`src/hw/cpu_pkg.sv`:
```
`default_nettype none

package cpu_pkg;

  localparam int XLEN = 8; // data and address width

  // opcode sits in instr[7:4]
  typedef enum logic [3:0] {
    OP_MOVE = 4'h0,
    OP_ADD  = 4'h1,
    OP_AND  = 4'h2,
    OP_NOT  = 4'h3,
    OP_NOR  = 4'h4,
    OP_SLT  = 4'h5,
    OP_SLL  = 4'h6,
    OP_SRL  = 4'h7,
    OP_J    = 4'h8,
    OP_JAL  = 4'h9,
    OP_LW   = 4'ha,
    OP_SW   = 4'hb,
    OP_BEQ  = 4'hc,
    OP_BNE  = 4'hd,
    OP_ADDI = 4'he,
    OP_LI   = 4'hf
  } opcode_e;

  typedef enum logic [3:0] {
    ALU_MOVE = 4'd0,
    ALU_ADD  = 4'd1,
    ALU_AND  = 4'd2,
    ALU_NOT  = 4'd3,
    ALU_NOR  = 4'd4,
    ALU_SLT  = 4'd5,
    ALU_SLL  = 4'd6,
    ALU_SRL  = 4'd7,
    ALU_ADDI = 4'd8
  } alu_op_e;

  // write-back source select
  typedef enum logic [1:0] {
    WB_ALU  = 2'd0,
    WB_MEM  = 2'd1,
    WB_IMM  = 2'd2,
    WB_LINK = 2'd3  // pc+1, jal only
  } wb_src_e;

  typedef struct packed {
    alu_op_e    alu_op;
    wb_src_e    wb_src;
    logic       reg_we;
    logic       mem_we;
    logic [1:0] rd;   // write register
    logic [1:0] ra;   // field A, instr[3:2]
    logic [1:0] rb;   // field B, instr[1:0]
    logic [1:0] imm;  // same bits as rb
    logic       jump;
    logic       branch_eq;
    logic       branch_ne;
  } ctrl_t;

  // one executed instruction
  typedef struct packed {
    logic [XLEN-1:0] pc;
    logic            reg_we;
    logic [1:0]      reg_addr;
    logic [XLEN-1:0] reg_data;
    logic            mem_we;
    logic [XLEN-1:0] mem_addr;  // full byte, memory decodes low bits
    logic [XLEN-1:0] mem_data;
    logic [XLEN-1:0] next_pc;
  } retire_t;

endpackage

`default_nettype wire

```
`src/hw/alu.sv`:
```
`timescale 1ns/1ps
`default_nettype none

module alu (
  input  cpu_pkg::alu_op_e op,
  input  logic [7:0]       a,   // field A register
  input  logic [7:0]       b,   // field B register
  input  logic [1:0]       imm,
  output logic [7:0]       res
);

  logic [2:0] shamt;

  assign shamt = b[2:0]; // only low three bits shift

  always_comb begin
    case (op)
      cpu_pkg::ALU_MOVE: res = b;
      cpu_pkg::ALU_ADD:  res = a + b;  // wraps mod 256
      cpu_pkg::ALU_AND:  res = a & b;
      cpu_pkg::ALU_NOT:  res = ~b;
      cpu_pkg::ALU_NOR:  res = ~(a | b);
      cpu_pkg::ALU_SLT: begin
        // unsigned compare
        res = (a < b) ? 8'd1 : 8'd0;
      end
      cpu_pkg::ALU_SLL:  res = a << shamt;
      cpu_pkg::ALU_SRL:  res = a >> shamt; // logical, zero fill
      cpu_pkg::ALU_ADDI: res = a + {6'd0, imm};
      default:           res = b;          // unused codes behave as move
    endcase
  end

endmodule

`default_nettype wire

```
`src/hw/control_unit.sv`:
```
`timescale 1ns/1ps
`default_nettype none

module control_unit (
  input  logic [7:0]     instr,
  output cpu_pkg::ctrl_t ctrl
);

  cpu_pkg::opcode_e opcode;

  assign opcode = cpu_pkg::opcode_e'(instr[7:4]);

  always_comb begin
    // register fields never depend on the opcode
    ctrl.ra        = instr[3:2];
    ctrl.rb        = instr[1:0];
    ctrl.imm       = instr[1:0];
    ctrl.alu_op    = cpu_pkg::ALU_MOVE;
    ctrl.wb_src    = cpu_pkg::WB_ALU;
    ctrl.reg_we    = 1'b0;
    ctrl.mem_we    = 1'b0;
    ctrl.rd        = instr[3:2]; // field A unless noted
    ctrl.jump      = 1'b0;
    ctrl.branch_eq = 1'b0;
    ctrl.branch_ne = 1'b0;

    case (opcode)
      cpu_pkg::OP_MOVE: begin
        ctrl.reg_we = 1'b1; // A = B
      end
      cpu_pkg::OP_ADD: begin
        ctrl.alu_op = cpu_pkg::ALU_ADD;
        ctrl.reg_we = 1'b1;
        ctrl.rd     = 2'd0; // result lands in r0
      end
      cpu_pkg::OP_AND: begin
        ctrl.alu_op = cpu_pkg::ALU_AND;
        ctrl.reg_we = 1'b1;
        ctrl.rd     = 2'd0;
      end
      cpu_pkg::OP_NOT: begin
        ctrl.alu_op = cpu_pkg::ALU_NOT;
        ctrl.reg_we = 1'b1;
      end
      cpu_pkg::OP_NOR: begin
        ctrl.alu_op = cpu_pkg::ALU_NOR;
        ctrl.reg_we = 1'b1;
        ctrl.rd     = 2'd0;
      end
      cpu_pkg::OP_SLT: begin
        ctrl.alu_op = cpu_pkg::ALU_SLT;
        ctrl.reg_we = 1'b1;
        ctrl.rd     = 2'd0;
      end
      cpu_pkg::OP_SLL: begin
        ctrl.alu_op = cpu_pkg::ALU_SLL;
        ctrl.reg_we = 1'b1;
      end
      cpu_pkg::OP_SRL: begin
        ctrl.alu_op = cpu_pkg::ALU_SRL;
        ctrl.reg_we = 1'b1;
      end
      cpu_pkg::OP_J: ctrl.jump = 1'b1; // target is reg B
      cpu_pkg::OP_JAL: begin
        ctrl.jump   = 1'b1;
        ctrl.reg_we = 1'b1;
        ctrl.rd     = 2'd3;           // link register
        ctrl.wb_src = cpu_pkg::WB_LINK;
      end
      cpu_pkg::OP_LW: begin
        ctrl.reg_we = 1'b1;
        ctrl.wb_src = cpu_pkg::WB_MEM;
      end
      cpu_pkg::OP_SW: ctrl.mem_we = 1'b1; // mem[B] = A
      cpu_pkg::OP_BEQ: begin
        ctrl.branch_eq = 1'b1;
      end
      cpu_pkg::OP_BNE: begin
        ctrl.branch_ne = 1'b1;
      end
      cpu_pkg::OP_ADDI: begin
        ctrl.alu_op = cpu_pkg::ALU_ADDI;
        ctrl.reg_we = 1'b1;
      end
      cpu_pkg::OP_LI: begin
        ctrl.reg_we = 1'b1;
        ctrl.wb_src = cpu_pkg::WB_IMM; // zero-extended imm
      end
    endcase
  end

endmodule

`default_nettype wire

```
`src/hw/cpu_top.sv`:
```
`timescale 1ns/1ps
`default_nettype none

module cpu_top #(
  parameter int DMEM_ADDR_W = 4
) (
  input  logic             clk,
  input  logic             rst_n,
  output logic [7:0]       imem_addr,
  input  logic [7:0]       instr,       // comb return of imem_addr
  output logic             retire_valid,
  output cpu_pkg::retire_t retire
);

  cpu_pkg::ctrl_t             ctrl;
  logic [7:0]                 ra_data, rb_data, r0_data;
  logic [7:0]                 alu_res;
  logic [7:0]                 mem_rdata;
  logic [7:0]                 pc, next_pc;
  logic [cpu_pkg::XLEN-1:0]   wb_data;
  logic                       reg_we, mem_we;

  assign imem_addr = pc;

  // no writes while reset is held
  assign reg_we = ctrl.reg_we & rst_n;
  assign mem_we = ctrl.mem_we & rst_n;

  control_unit u_ctrl (.instr(instr), .ctrl(ctrl));

  reg_file u_regs (
    .clk(clk), .rst_n(rst_n),
    .ra(ctrl.ra), .rb(ctrl.rb),
    .we(reg_we), .wa(ctrl.rd), .wd(wb_data),
    .ra_data(ra_data), .rb_data(rb_data), .r0_data(r0_data)
  );

  alu u_alu (.op(ctrl.alu_op), .a(ra_data), .b(rb_data), .imm(ctrl.imm), .res(alu_res));

  pc_unit u_pc (
    .clk(clk), .rst_n(rst_n), .ctrl(ctrl),
    .a_data(ra_data), .b_data(rb_data), .r0_data(r0_data),
    .pc(pc), .next_pc(next_pc)
  );

  // address from reg B, store data from reg A
  data_mem #(.DMEM_ADDR_W(DMEM_ADDR_W)) u_dmem (
    .clk(clk), .rst_n(rst_n),
    .addr(rb_data), .we(mem_we), .wdata(ra_data), .rdata(mem_rdata)
  );

  always_comb begin
    case (ctrl.wb_src)
      cpu_pkg::WB_ALU:  wb_data = alu_res;
      cpu_pkg::WB_MEM:  wb_data = mem_rdata;
      cpu_pkg::WB_IMM:  wb_data = {6'd0, ctrl.imm};
      cpu_pkg::WB_LINK: wb_data = pc + 8'd1; // return address for jal
      default:          wb_data = alu_res;
    endcase
  end

  // trace of the instruction that commits at the coming edge
  assign retire_valid = rst_n;

  always_comb begin
    retire.pc       = pc;
    retire.reg_we   = reg_we;
    retire.reg_addr = ctrl.rd;
    retire.reg_data = wb_data;
    retire.mem_we   = mem_we;
    retire.mem_addr = rb_data;
    retire.mem_data = ra_data;
    retire.next_pc  = next_pc;
  end

endmodule

`default_nettype wire

```
`src/hw/data_mem.sv`:
```
`timescale 1ns/1ps
`default_nettype none

module data_mem #(
  parameter int DMEM_ADDR_W = 4
) (
  input  logic       clk,
  input  logic       rst_n,
  input  logic [7:0] addr,
  input  logic       we,
  input  logic [7:0] wdata,
  output logic [7:0] rdata
);

  localparam int DEPTH = 1 << DMEM_ADDR_W;

  logic [7:0]             mem [DEPTH];
  logic [DMEM_ADDR_W-1:0] idx;

  assign idx   = addr[DMEM_ADDR_W-1:0]; // upper address bits ignored
  assign rdata = mem[idx];              // async read for lw

  always_ff @(posedge clk or negedge rst_n) begin
    if (!rst_n) begin
      for (int i = 0; i < DEPTH; i++) begin
        mem[i] <= '0;
      end
    end else if (we) begin
      mem[idx] <= wdata;
    end
  end

endmodule

`default_nettype wire

```
`src/hw/pc_unit.sv`:
```
`timescale 1ns/1ps
`default_nettype none

module pc_unit (
  input  logic           clk,
  input  logic           rst_n,
  input  cpu_pkg::ctrl_t ctrl,
  input  logic [7:0]     a_data,
  input  logic [7:0]     b_data,
  input  logic [7:0]     r0_data,
  output logic [7:0]     pc,
  output logic [7:0]     next_pc
);

  logic eq;     // A == B
  logic taken;  // branch goes to r0

  assign eq    = (a_data == b_data);
  assign taken = (ctrl.branch_eq & eq) | (ctrl.branch_ne & ~eq);

  always_comb begin
    if (ctrl.jump) begin
      next_pc = b_data;       // j and jal
    end else if (taken) begin
      next_pc = r0_data;
    end else begin
      next_pc = pc + 8'd1;    // wraps at 256
    end
  end

  always_ff @(posedge clk or negedge rst_n) begin
    if (!rst_n) begin
      pc <= '0;
    end else begin
      pc <= next_pc;
    end
  end

endmodule

`default_nettype wire

```
`src/hw/reg_file.sv`:
```
`timescale 1ns/1ps
`default_nettype none

module reg_file (
  input  logic       clk,
  input  logic       rst_n,
  input  logic [1:0] ra,
  input  logic [1:0] rb,
  input  logic       we,
  input  logic [1:0] wa,
  input  logic [7:0] wd,
  output logic [7:0] ra_data,
  output logic [7:0] rb_data,
  output logic [7:0] r0_data
);

  logic [7:0] regs [4]; // r0..r3

  // async reads
  assign ra_data = regs[ra];
  assign rb_data = regs[rb];
  assign r0_data = regs[0]; // branch target source

  always_ff @(posedge clk or negedge rst_n) begin
    if (!rst_n) begin
      for (int i = 0; i < 4; i++) begin
        regs[i] <= '0;
      end
    end else if (we) begin
      regs[wa] <= wd;
    end
  end

endmodule

`default_nettype wire

```
`config.mk`:
```
export PLATFORM = sky130hd
export DESIGN_NAME = cpu_top
export DESIGN_NICKNAME = d
export VERILOG_FILES = /design/src/hw/cpu_pkg.sv /design/src/hw/alu.sv /design/src/hw/control_unit.sv /design/src/hw/cpu_top.sv /design/src/hw/data_mem.sv /design/src/hw/pc_unit.sv /design/src/hw/reg_file.sv
export SDC_FILE = /design/constraint.sdc
export NUM_CORES = 1
export LEC_CHECK = 0
export ABC_AREA = 1
export BUFFER_PORTS_ARGS = -buffer_cell sky130_fd_sc_hd__buf_2
export CAP_MARGIN = 0
export CORE_MARGIN = 4
export CORE_UTILIZATION = 56
export CTS_CLUSTER_SIZE = 8
export DETAILED_ROUTE_END_ITERATION = 12
export PLACE_DENSITY = 0.77
export SLEW_MARGIN = 10
export SYNTH_ARGS = -nofsm -noshare
export SYNTH_HDL_FRONTEND = slang
export SYNTH_SLANG_ARGS = --single-unit
```
`constraint.sdc`:
```
create_clock -name clk -period 3.7 [get_ports clk]
set_clock_uncertainty 0.15 [all_clocks]
set_input_delay 0.555 -clock clk [delete_from_list [all_inputs] [get_ports clk]]
set_output_delay 0.555 -clock clk [all_outputs]
set_load 0.05 [all_outputs]
```
; ---- Word level (Yosys, flattened, before mapping)
; Cells that the tools add are included.
; Widths: inputs -> output; s select.
[totals]
regBits = 168
latch_bits = 0
ramBits = 0
rom_bits = 0
inputBits = 10
n_memories = 0
[classes]
add_sub_neg = 3
mul = 0
n_div = 0
magnitude_cmp = 7
eq_ne = 27
n_shift = 2
mux = 28
bitwise_logic = 14
reduce_logical = 7
[op_table]
columns = op, count
row1 = $bwmux 128, 1
row2 = $mux 8, 10
row3 = $pmux 8 s8, 1
row4 = $eq 4x4->1 const B, 9
row5 = $bmux 8 s2, 2
row6 = $bmux 8 s4, 1
row7 = $bwmux 32, 1
row8 = $demux 8 s4, 1
row9 = $eq 4x3->1 const B, 8
row10 = $pmux 4 s8, 1
row11 = $pmux 8 s4, 1
row12 = $demux 8 s2, 1
row13 = $eq 4x2->1 const B, 4
row14 = $not 8->8, 2
row15 = $reduce_or 12->1, 1
row16 = $ge 3x3->1 const B, 3
row17 = $not 2->3, 3
row18 = $add 8x1->8 const B, 1
row19 = $add 8x2->8, 1
row20 = $add 8x8->8, 1
row21 = $and 8x8->8, 1
row22 = $eq 4x1->1 const B, 2
row23 = $eq 8x8->1, 1
row24 = $lt 8x8->1, 1
row25 = other kinds (20), 30

; ---- Longest topological paths before layout
[depth]
ltp_word = 10
mapped_depth = 22
mapped_depth_nobuf = 20

; ---- Cells and area by module
; A second synthesis with hierarchy kept.
[unflattened]
hier_cells = 1692
area_unflattened_um2 = 11243.3
[modules_own_cells]
columns = module, n_inst, cells_each, area_each_um2, seq_area_each_um2
row1 = data_mem, 1, 830, 6084.6, 3203.1
row2 = reg_file, 1, 305, 2114.5, 800.8
row3 = alu, 1, 318, 1660.3, 0.0
row4 = pc_unit, 1, 121, 772.0, 200.2
row5 = cpu_top, 1, 80, 394.1, 0.0
row6 = control_unit, 1, 38, 217.7, 0.0

; ---- Worst setup path after synthesis
; Ideal clock, no wire load.
[synth_timing]
path_type = input port to output port
startpoint = in instr[2]
endpoint = out retire[6] (netlist bit)
t_arrival_ns = 4.170
required_ns = 2.995
path_slack_ns = -1.175
cell_stages = 16
n_path_buf = 3
path_cell_list = buf_2 > inv_1 > nand2_1 > nand3_1 > nand2_1 > clkbuf_1 > clkbuf_1 > inv_1 > ha_1 > nor4_1 > nand3_1 > nand2_1 > inv_1 > nand2_1 > o21ai_0 > o21ai_0
[synth_rtl]
columns = element, line_no
row1 = "start, declared", cpu_top.sv:10  ; input logic [7:0] instr,
row2 = "end, declared", cpu_top.sv:12  ; output cpu_pkg::retire_t retire

==> results <==
- The initial antenna violation count came to 0.
- The area of the core is 18600 um^2.
- The flow ran to the end, and the final reports show no timing, DRC or antenna violations.
- After detailed routing, the average wire length per cell comes to approximately 18 um.
- Walking the worst path, the cells encountered are nand2_1, nand3_1, nand2_2, clkinvlp_4, ha_4, fa_2, or2_2, a31oi_1, nand3_2, nand2_1, clkinvlp_4, buf_2.
- For the worst setup path, the data required time is around 3000 ps.
- The number of global-route vias before repair is ~10000.
- In this run the power spent charging and discharging nets is about 3800 uW.
- The count of nets left with antenna violations once routing finished came out at 0.
- The global-route usage over all layers is 0.324.
- The netlist uses 42 different library cells.
- Of the total power, combinational logic draws 0.491.
- Clock tree synthesis inserted a total of 17 buffers.
- Measured against the total synthesized area, the mux share comes to 0.
- The tool flagged a number of max-cap violations equal to 0.
- Derived from the worst setup path, the maximum achievable clock frequency is 272 MHz.
- The worst max-slew margin expressed relative to the limit is 0.292.
- The clock network fraction of design power is 0.216.
- The total number of vias is ~11000.
- The final critical delay including setup and external delays is 3680 ps.
- The detailed-routing iteration count for the pre-antenna-repair pass is 5.
- The number of standard cells in the final layout excluding fillers is ~1900.
- Setup slack on the critical path of the routed design comes to around 22 ps.
- For this design, the slowest cell found on the critical path is sky130_fd_sc_hd__dfrtp_1.
- The total internal power is 4410 uW.
- The compound-gate portion of the synthesized area was 0.106.
- In this run the register-to-register setup slack is approximately 760 ps.
- The horizontal die dimension is around 150 um.
- The worst hold path terminates at u_dmem.mem[22]$_DFFE_PN0P_.
- The category of the most critical setup path is flip-flop to output port.
- The cell depth of the worst flop-to-flop path is 18.
- The worst ir drop on vdd is 0.441 mV.
- The number of warnings printed during yosys synthesis is 0.
- Setup repair after global routing could not meet its margin everywhere.
- The leakage power of the design is between 0.006 and 0.007 uW.
- In this run the critical register-to-register path is launched from u_regs.regs[17]$_DFFE_PN0P_.
- Of the synthesized area, sequential elements account for 0.396.
- The top fanout value on the critical path is 4.
- The pin count of the biggest net entering global routing is 86.
- The via density per instance is around 5.6.
- Of the total power, the share spent switching nets is 0.461.
- The power density relative to cell area is around 630 nW/um^2.
- The post-DP HPWL is around 25000 um.
- The number of hold-slack violations in the final timing report is 0.
- The total placed cells including tap cells is approximately 1900.
- For the worst-skew pair, the clock arrives at the later sink with an insertion delay of ~450 ps.
- Of the cells placed in the final design, the portion with a size suffix greater than 1 is 0.209.
- CTS placed an instance of sky130_fd_sc_hd__clkbuf_16 at the clock tree root.
- The most used flip-flop cell after synthesis is sky130_fd_sc_hd__dfrtp_1.
- The first routing iteration left approximately 1300 violations.
- Setup violations remaining at the end of the flow were counted as 0.
- The combinational family with the most area after synthesis is simple AND/OR/NAND/NOR gates.
- The count of input and output buffers is 62.
- sky130_fd_sc_hd__dfrtp_1 takes more of the synthesized area than any other cell.
- In this run the cell area of the synthesized design comes to around 11000 um^2.
- The number of H-tree branching levels is 4.
- The async set-or-reset flop fraction in the synthesized netlist is 1.00.
- Dividing the final minimum period by the clock period gives 0.994.
- The path type of the worst min-delay path is flip-flop to flip-flop.
- The placement row count is 50.
- The start point of the worst hold path is u_dmem.mem[22]$_DFFE_PN0P_.
- The final weighted congestion in routability-driven placement is 1.01.
- Each instance of the synthesized netlist takes up on average between 6 and 7 um^2.
- The area added between synthesis and finish is 22.7%.
- The effective utilization at floorplan is 0.569.
- The worst hold path stage count is 2.
- Synthesis handed over a netlist of approximately 1600 instances.
- For this run, the slowest stage of the critical path takes approximately 420 ps.
- Of the total synthesized cell area, the portion taken by AND, OR, NAND and NOR gates is 0.362.
- The number of nets in the final layout is approximately 1700.
- The transition time at the pin with the least slew margin is 1060 ps.
- The share of the synthesized area in the top cell type is 0.396.
- STA puts the critical path data arrival time at slightly below 3000 ps.
- Of the total synthesized cell area, the portion taken by full adders, half adders and majority gates is 0.0420.
- In this run, synthesis inferred 0 flip-flops with an integrated enable.
- The share of the synthesized netlist area taken by xor and xnor gates is 0.00413.
- The DRC violations left is 0.
- The worst-case clock buffer depth is 2.
- The endpoint of the worst register-to-register path is u_regs.regs[23]$_DFFE_PN0P_.
- The number of clock sinks is ~170.
- Of the total power, registers draw 0.293.
- The number of antenna repair diodes is 0.
- When the netlist entered floorplanning its net count stood at about 1600.
- The critical path startpoint category is a flip-flop.
- The area of the die is approximately 21000 um^2.
- The top-level I/O count is 63.
- The post-placement worst setup slack is -155 ps.
- The post-CTS clock slew at the launch and capture registers of the worst setup and hold paths is approximately 70 ps.
- The max-slew violation count came to 0.
- The count of state elements after synthesis is roughly 170.
- The total length of routed wires is approximately 35000 um.
- Summed over all layers, the global routing overflow is 0.
- In the post-synthesis netlist, the biggest area contributors are sky130_fd_sc_hd__dfrtp_1, sky130_fd_sc_hd__nand2_1, sky130_fd_sc_hd__o21ai_0.
- The first-pass GRT wire length is roughly 55000 um.
- TritonCTS built the clock tree.
- The worst setup path is captured at an output port.
- The die is ~150 um tall.
-- registers in the layout (all words and copies together) (netlist names) --
signal,cells
u_regs.regs,24
u_pc.pc,8
u_regs.r0_data,8
u_dmem.mem,128
-- area by class of cell --
class / instances / area (um^2)
Inverter: 140 / 566
Fill cell: 1572 / 5620
Multi-Input combinational cell: 1172 / 5890
Clock buffer: 17 / 425
Clock inverter: 15 / 153
Sequential cell: 168 / 4210
Tap cell: 234 / 293
Timing Repair Buffer: 193 / 1490
-- through the flow --
stage / utilization / instance area [um^2] / total power, uW / hold slack, ps / setup TNS (ps)
after global routing: 0.699 / 13000 / 8640 / 349 / -541
final: 0.699 / 13000 / 8180 / 331 / 0
after global placement: 0.638 / 11900 / 5960 / 276 / -574
after floorplan: - / 10900 / 4840 / 109 / -14.6
after CTS: 0.674 / 12600 / 7840 / 333 / 0
after detailed placement: 0.638 / 11900 / 5990 / 270 / -1300
-- how the worst max path moves through the flow --
stage / to / depth (start not counted) / startpoint / slack (ps)
3_5_place_dp: retire[1] / 16 / instr[0] / -160
6_report: retire[27] / 12 / u_regs.regs[16]$_DFFE_PN0P_ / 20
4_1_cts: retire[25] / 16 / u_regs.regs[23]$_DFFE_PN0P_ / 8
2_1_floorplan: retire[31] / 16 / instr[3] / -10
3_3_place_gp: retire[31] / 17 / instr[2] / -100
5_1_grt: retire[25] / 17 / u_regs.r0_data[6]$_DFFE_PN0P_ / -130
-- logic make-up after synthesis --
family | after synthesis
buffers and inverters | 214
AND/OR/NAND/NOR | 922
adder cells (fa/ha/maj) | 35
XOR/XNOR | 5
flip-flops | 168
AO/OA/AOI/OAI | 210
-- worst max-delay path: cells and delay by family, from the launching register on --
kind	cells	cell delay (ps)
compound gates	1	200
fa+ha+maj	2	540
buf+inv	3	430
flops	1	420
simple gates	6	930
-- timing repair --
action	in CTS	in global routing
gates resized for setup	25	94
gates cloned	0	1
pin swaps	1	29
setup endpoints to repair	14	16
hold buffers	1	0
hold endpoints to repair	17	0
buffers inserted	3	14
-- power by group through the flow --
stage,clock (uW),sequential [uW],combinational (uW)
finish,1770,2400,4010
global route,1880,2430,4330
CTS,1790,2380,3670
detailed placement,0,2420,3580
global placement,0,2410,3550
floorplan,0,2460,2380
-- layout by cell type, fill, tap and decap left out, types with 10 or more instances in the layout --
| master | count |
|---|---|
| sky130_fd_sc_hd__nand2_1 | 612 |
| sky130_fd_sc_hd__inv_1 | 115 |
| sky130_fd_sc_hd__clkbuf_16 | 18 |
| sky130_fd_sc_hd__buf_2 | 46 |
| sky130_fd_sc_hd__a21oi_1 | 15 |
| sky130_fd_sc_hd__dfrtp_1 | 163 |
| sky130_fd_sc_hd__nand2_2 | 23 |
| sky130_fd_sc_hd__nand3b_1 | 14 |
| sky130_fd_sc_hd__ha_4 | 10 |
| sky130_fd_sc_hd__nor2_1 | 110 |
| sky130_fd_sc_hd__clkinvlp_4 | 10 |
| sky130_fd_sc_hd__nand3_1 | 104 |
| sky130_fd_sc_hd__buf_4 | 121 |
| sky130_fd_sc_hd__o21ai_0 | 145 |
| sky130_fd_sc_hd__o21ai_1 | 20 |
| sky130_fd_sc_hd__inv_2 | 14 |
| sky130_fd_sc_hd__ha_1 | 24 |
| sky130_fd_sc_hd__buf_6 | 17 |
| sky130_fd_sc_hd__nand4_1 | 11 |
-- routing by layer --
| layer | global-route usage | vias up | wire length (um) |
|---|---|---|---|
| met5 | 0 | - | 0 |
| met1 | 0.476 | 5079 | 14900 |
| met2 | 0.485 | 533 | 15500 |
| met4 | 0.0969 | 0 | 920 |
| met3 | 0.0679 | 90 | 3180 |
| li1 | - | 5176 | - |
-- Yosys cell counts, types with 2 or more instances --
cell,n
sky130_fd_sc_hd__or2_2,8
sky130_fd_sc_hd__buf_4,25
sky130_fd_sc_hd__o211ai_1,2
sky130_fd_sc_hd__inv_1,124
sky130_fd_sc_hd__a21oi_1,18
sky130_fd_sc_hd__nand2_1,629
sky130_fd_sc_hd__nor2_4,2
sky130_fd_sc_hd__buf_1,2
sky130_fd_sc_hd__buf_6,2
sky130_fd_sc_hd__nand3_1,111
sky130_fd_sc_hd__nor2_2,7
sky130_fd_sc_hd__nand3_2,2
sky130_fd_sc_hd__and2_1,5
sky130_fd_sc_hd__o21ai_0,160
sky130_fd_sc_hd__xor2_1,4
sky130_fd_sc_hd__o21ai_1,18
sky130_fd_sc_hd__a21oi_4,2
sky130_fd_sc_hd__buf_2,29
sky130_fd_sc_hd__nor3_1,3
sky130_fd_sc_hd__nand3b_1,14
sky130_fd_sc_hd__nand2_2,11
sky130_fd_sc_hd__inv_2,15
sky130_fd_sc_hd__nor3_4,4
sky130_fd_sc_hd__o22ai_1,2
sky130_fd_sc_hd__nor2_1,112
sky130_fd_sc_hd__dfrtp_1,168
sky130_fd_sc_hd__o21bai_2,2
sky130_fd_sc_hd__ha_1,34
sky130_fd_sc_hd__nand4_1,11
sky130_fd_sc_hd__clkbuf_1,16
Note: power is estimated with default switching activity, not from simulation.
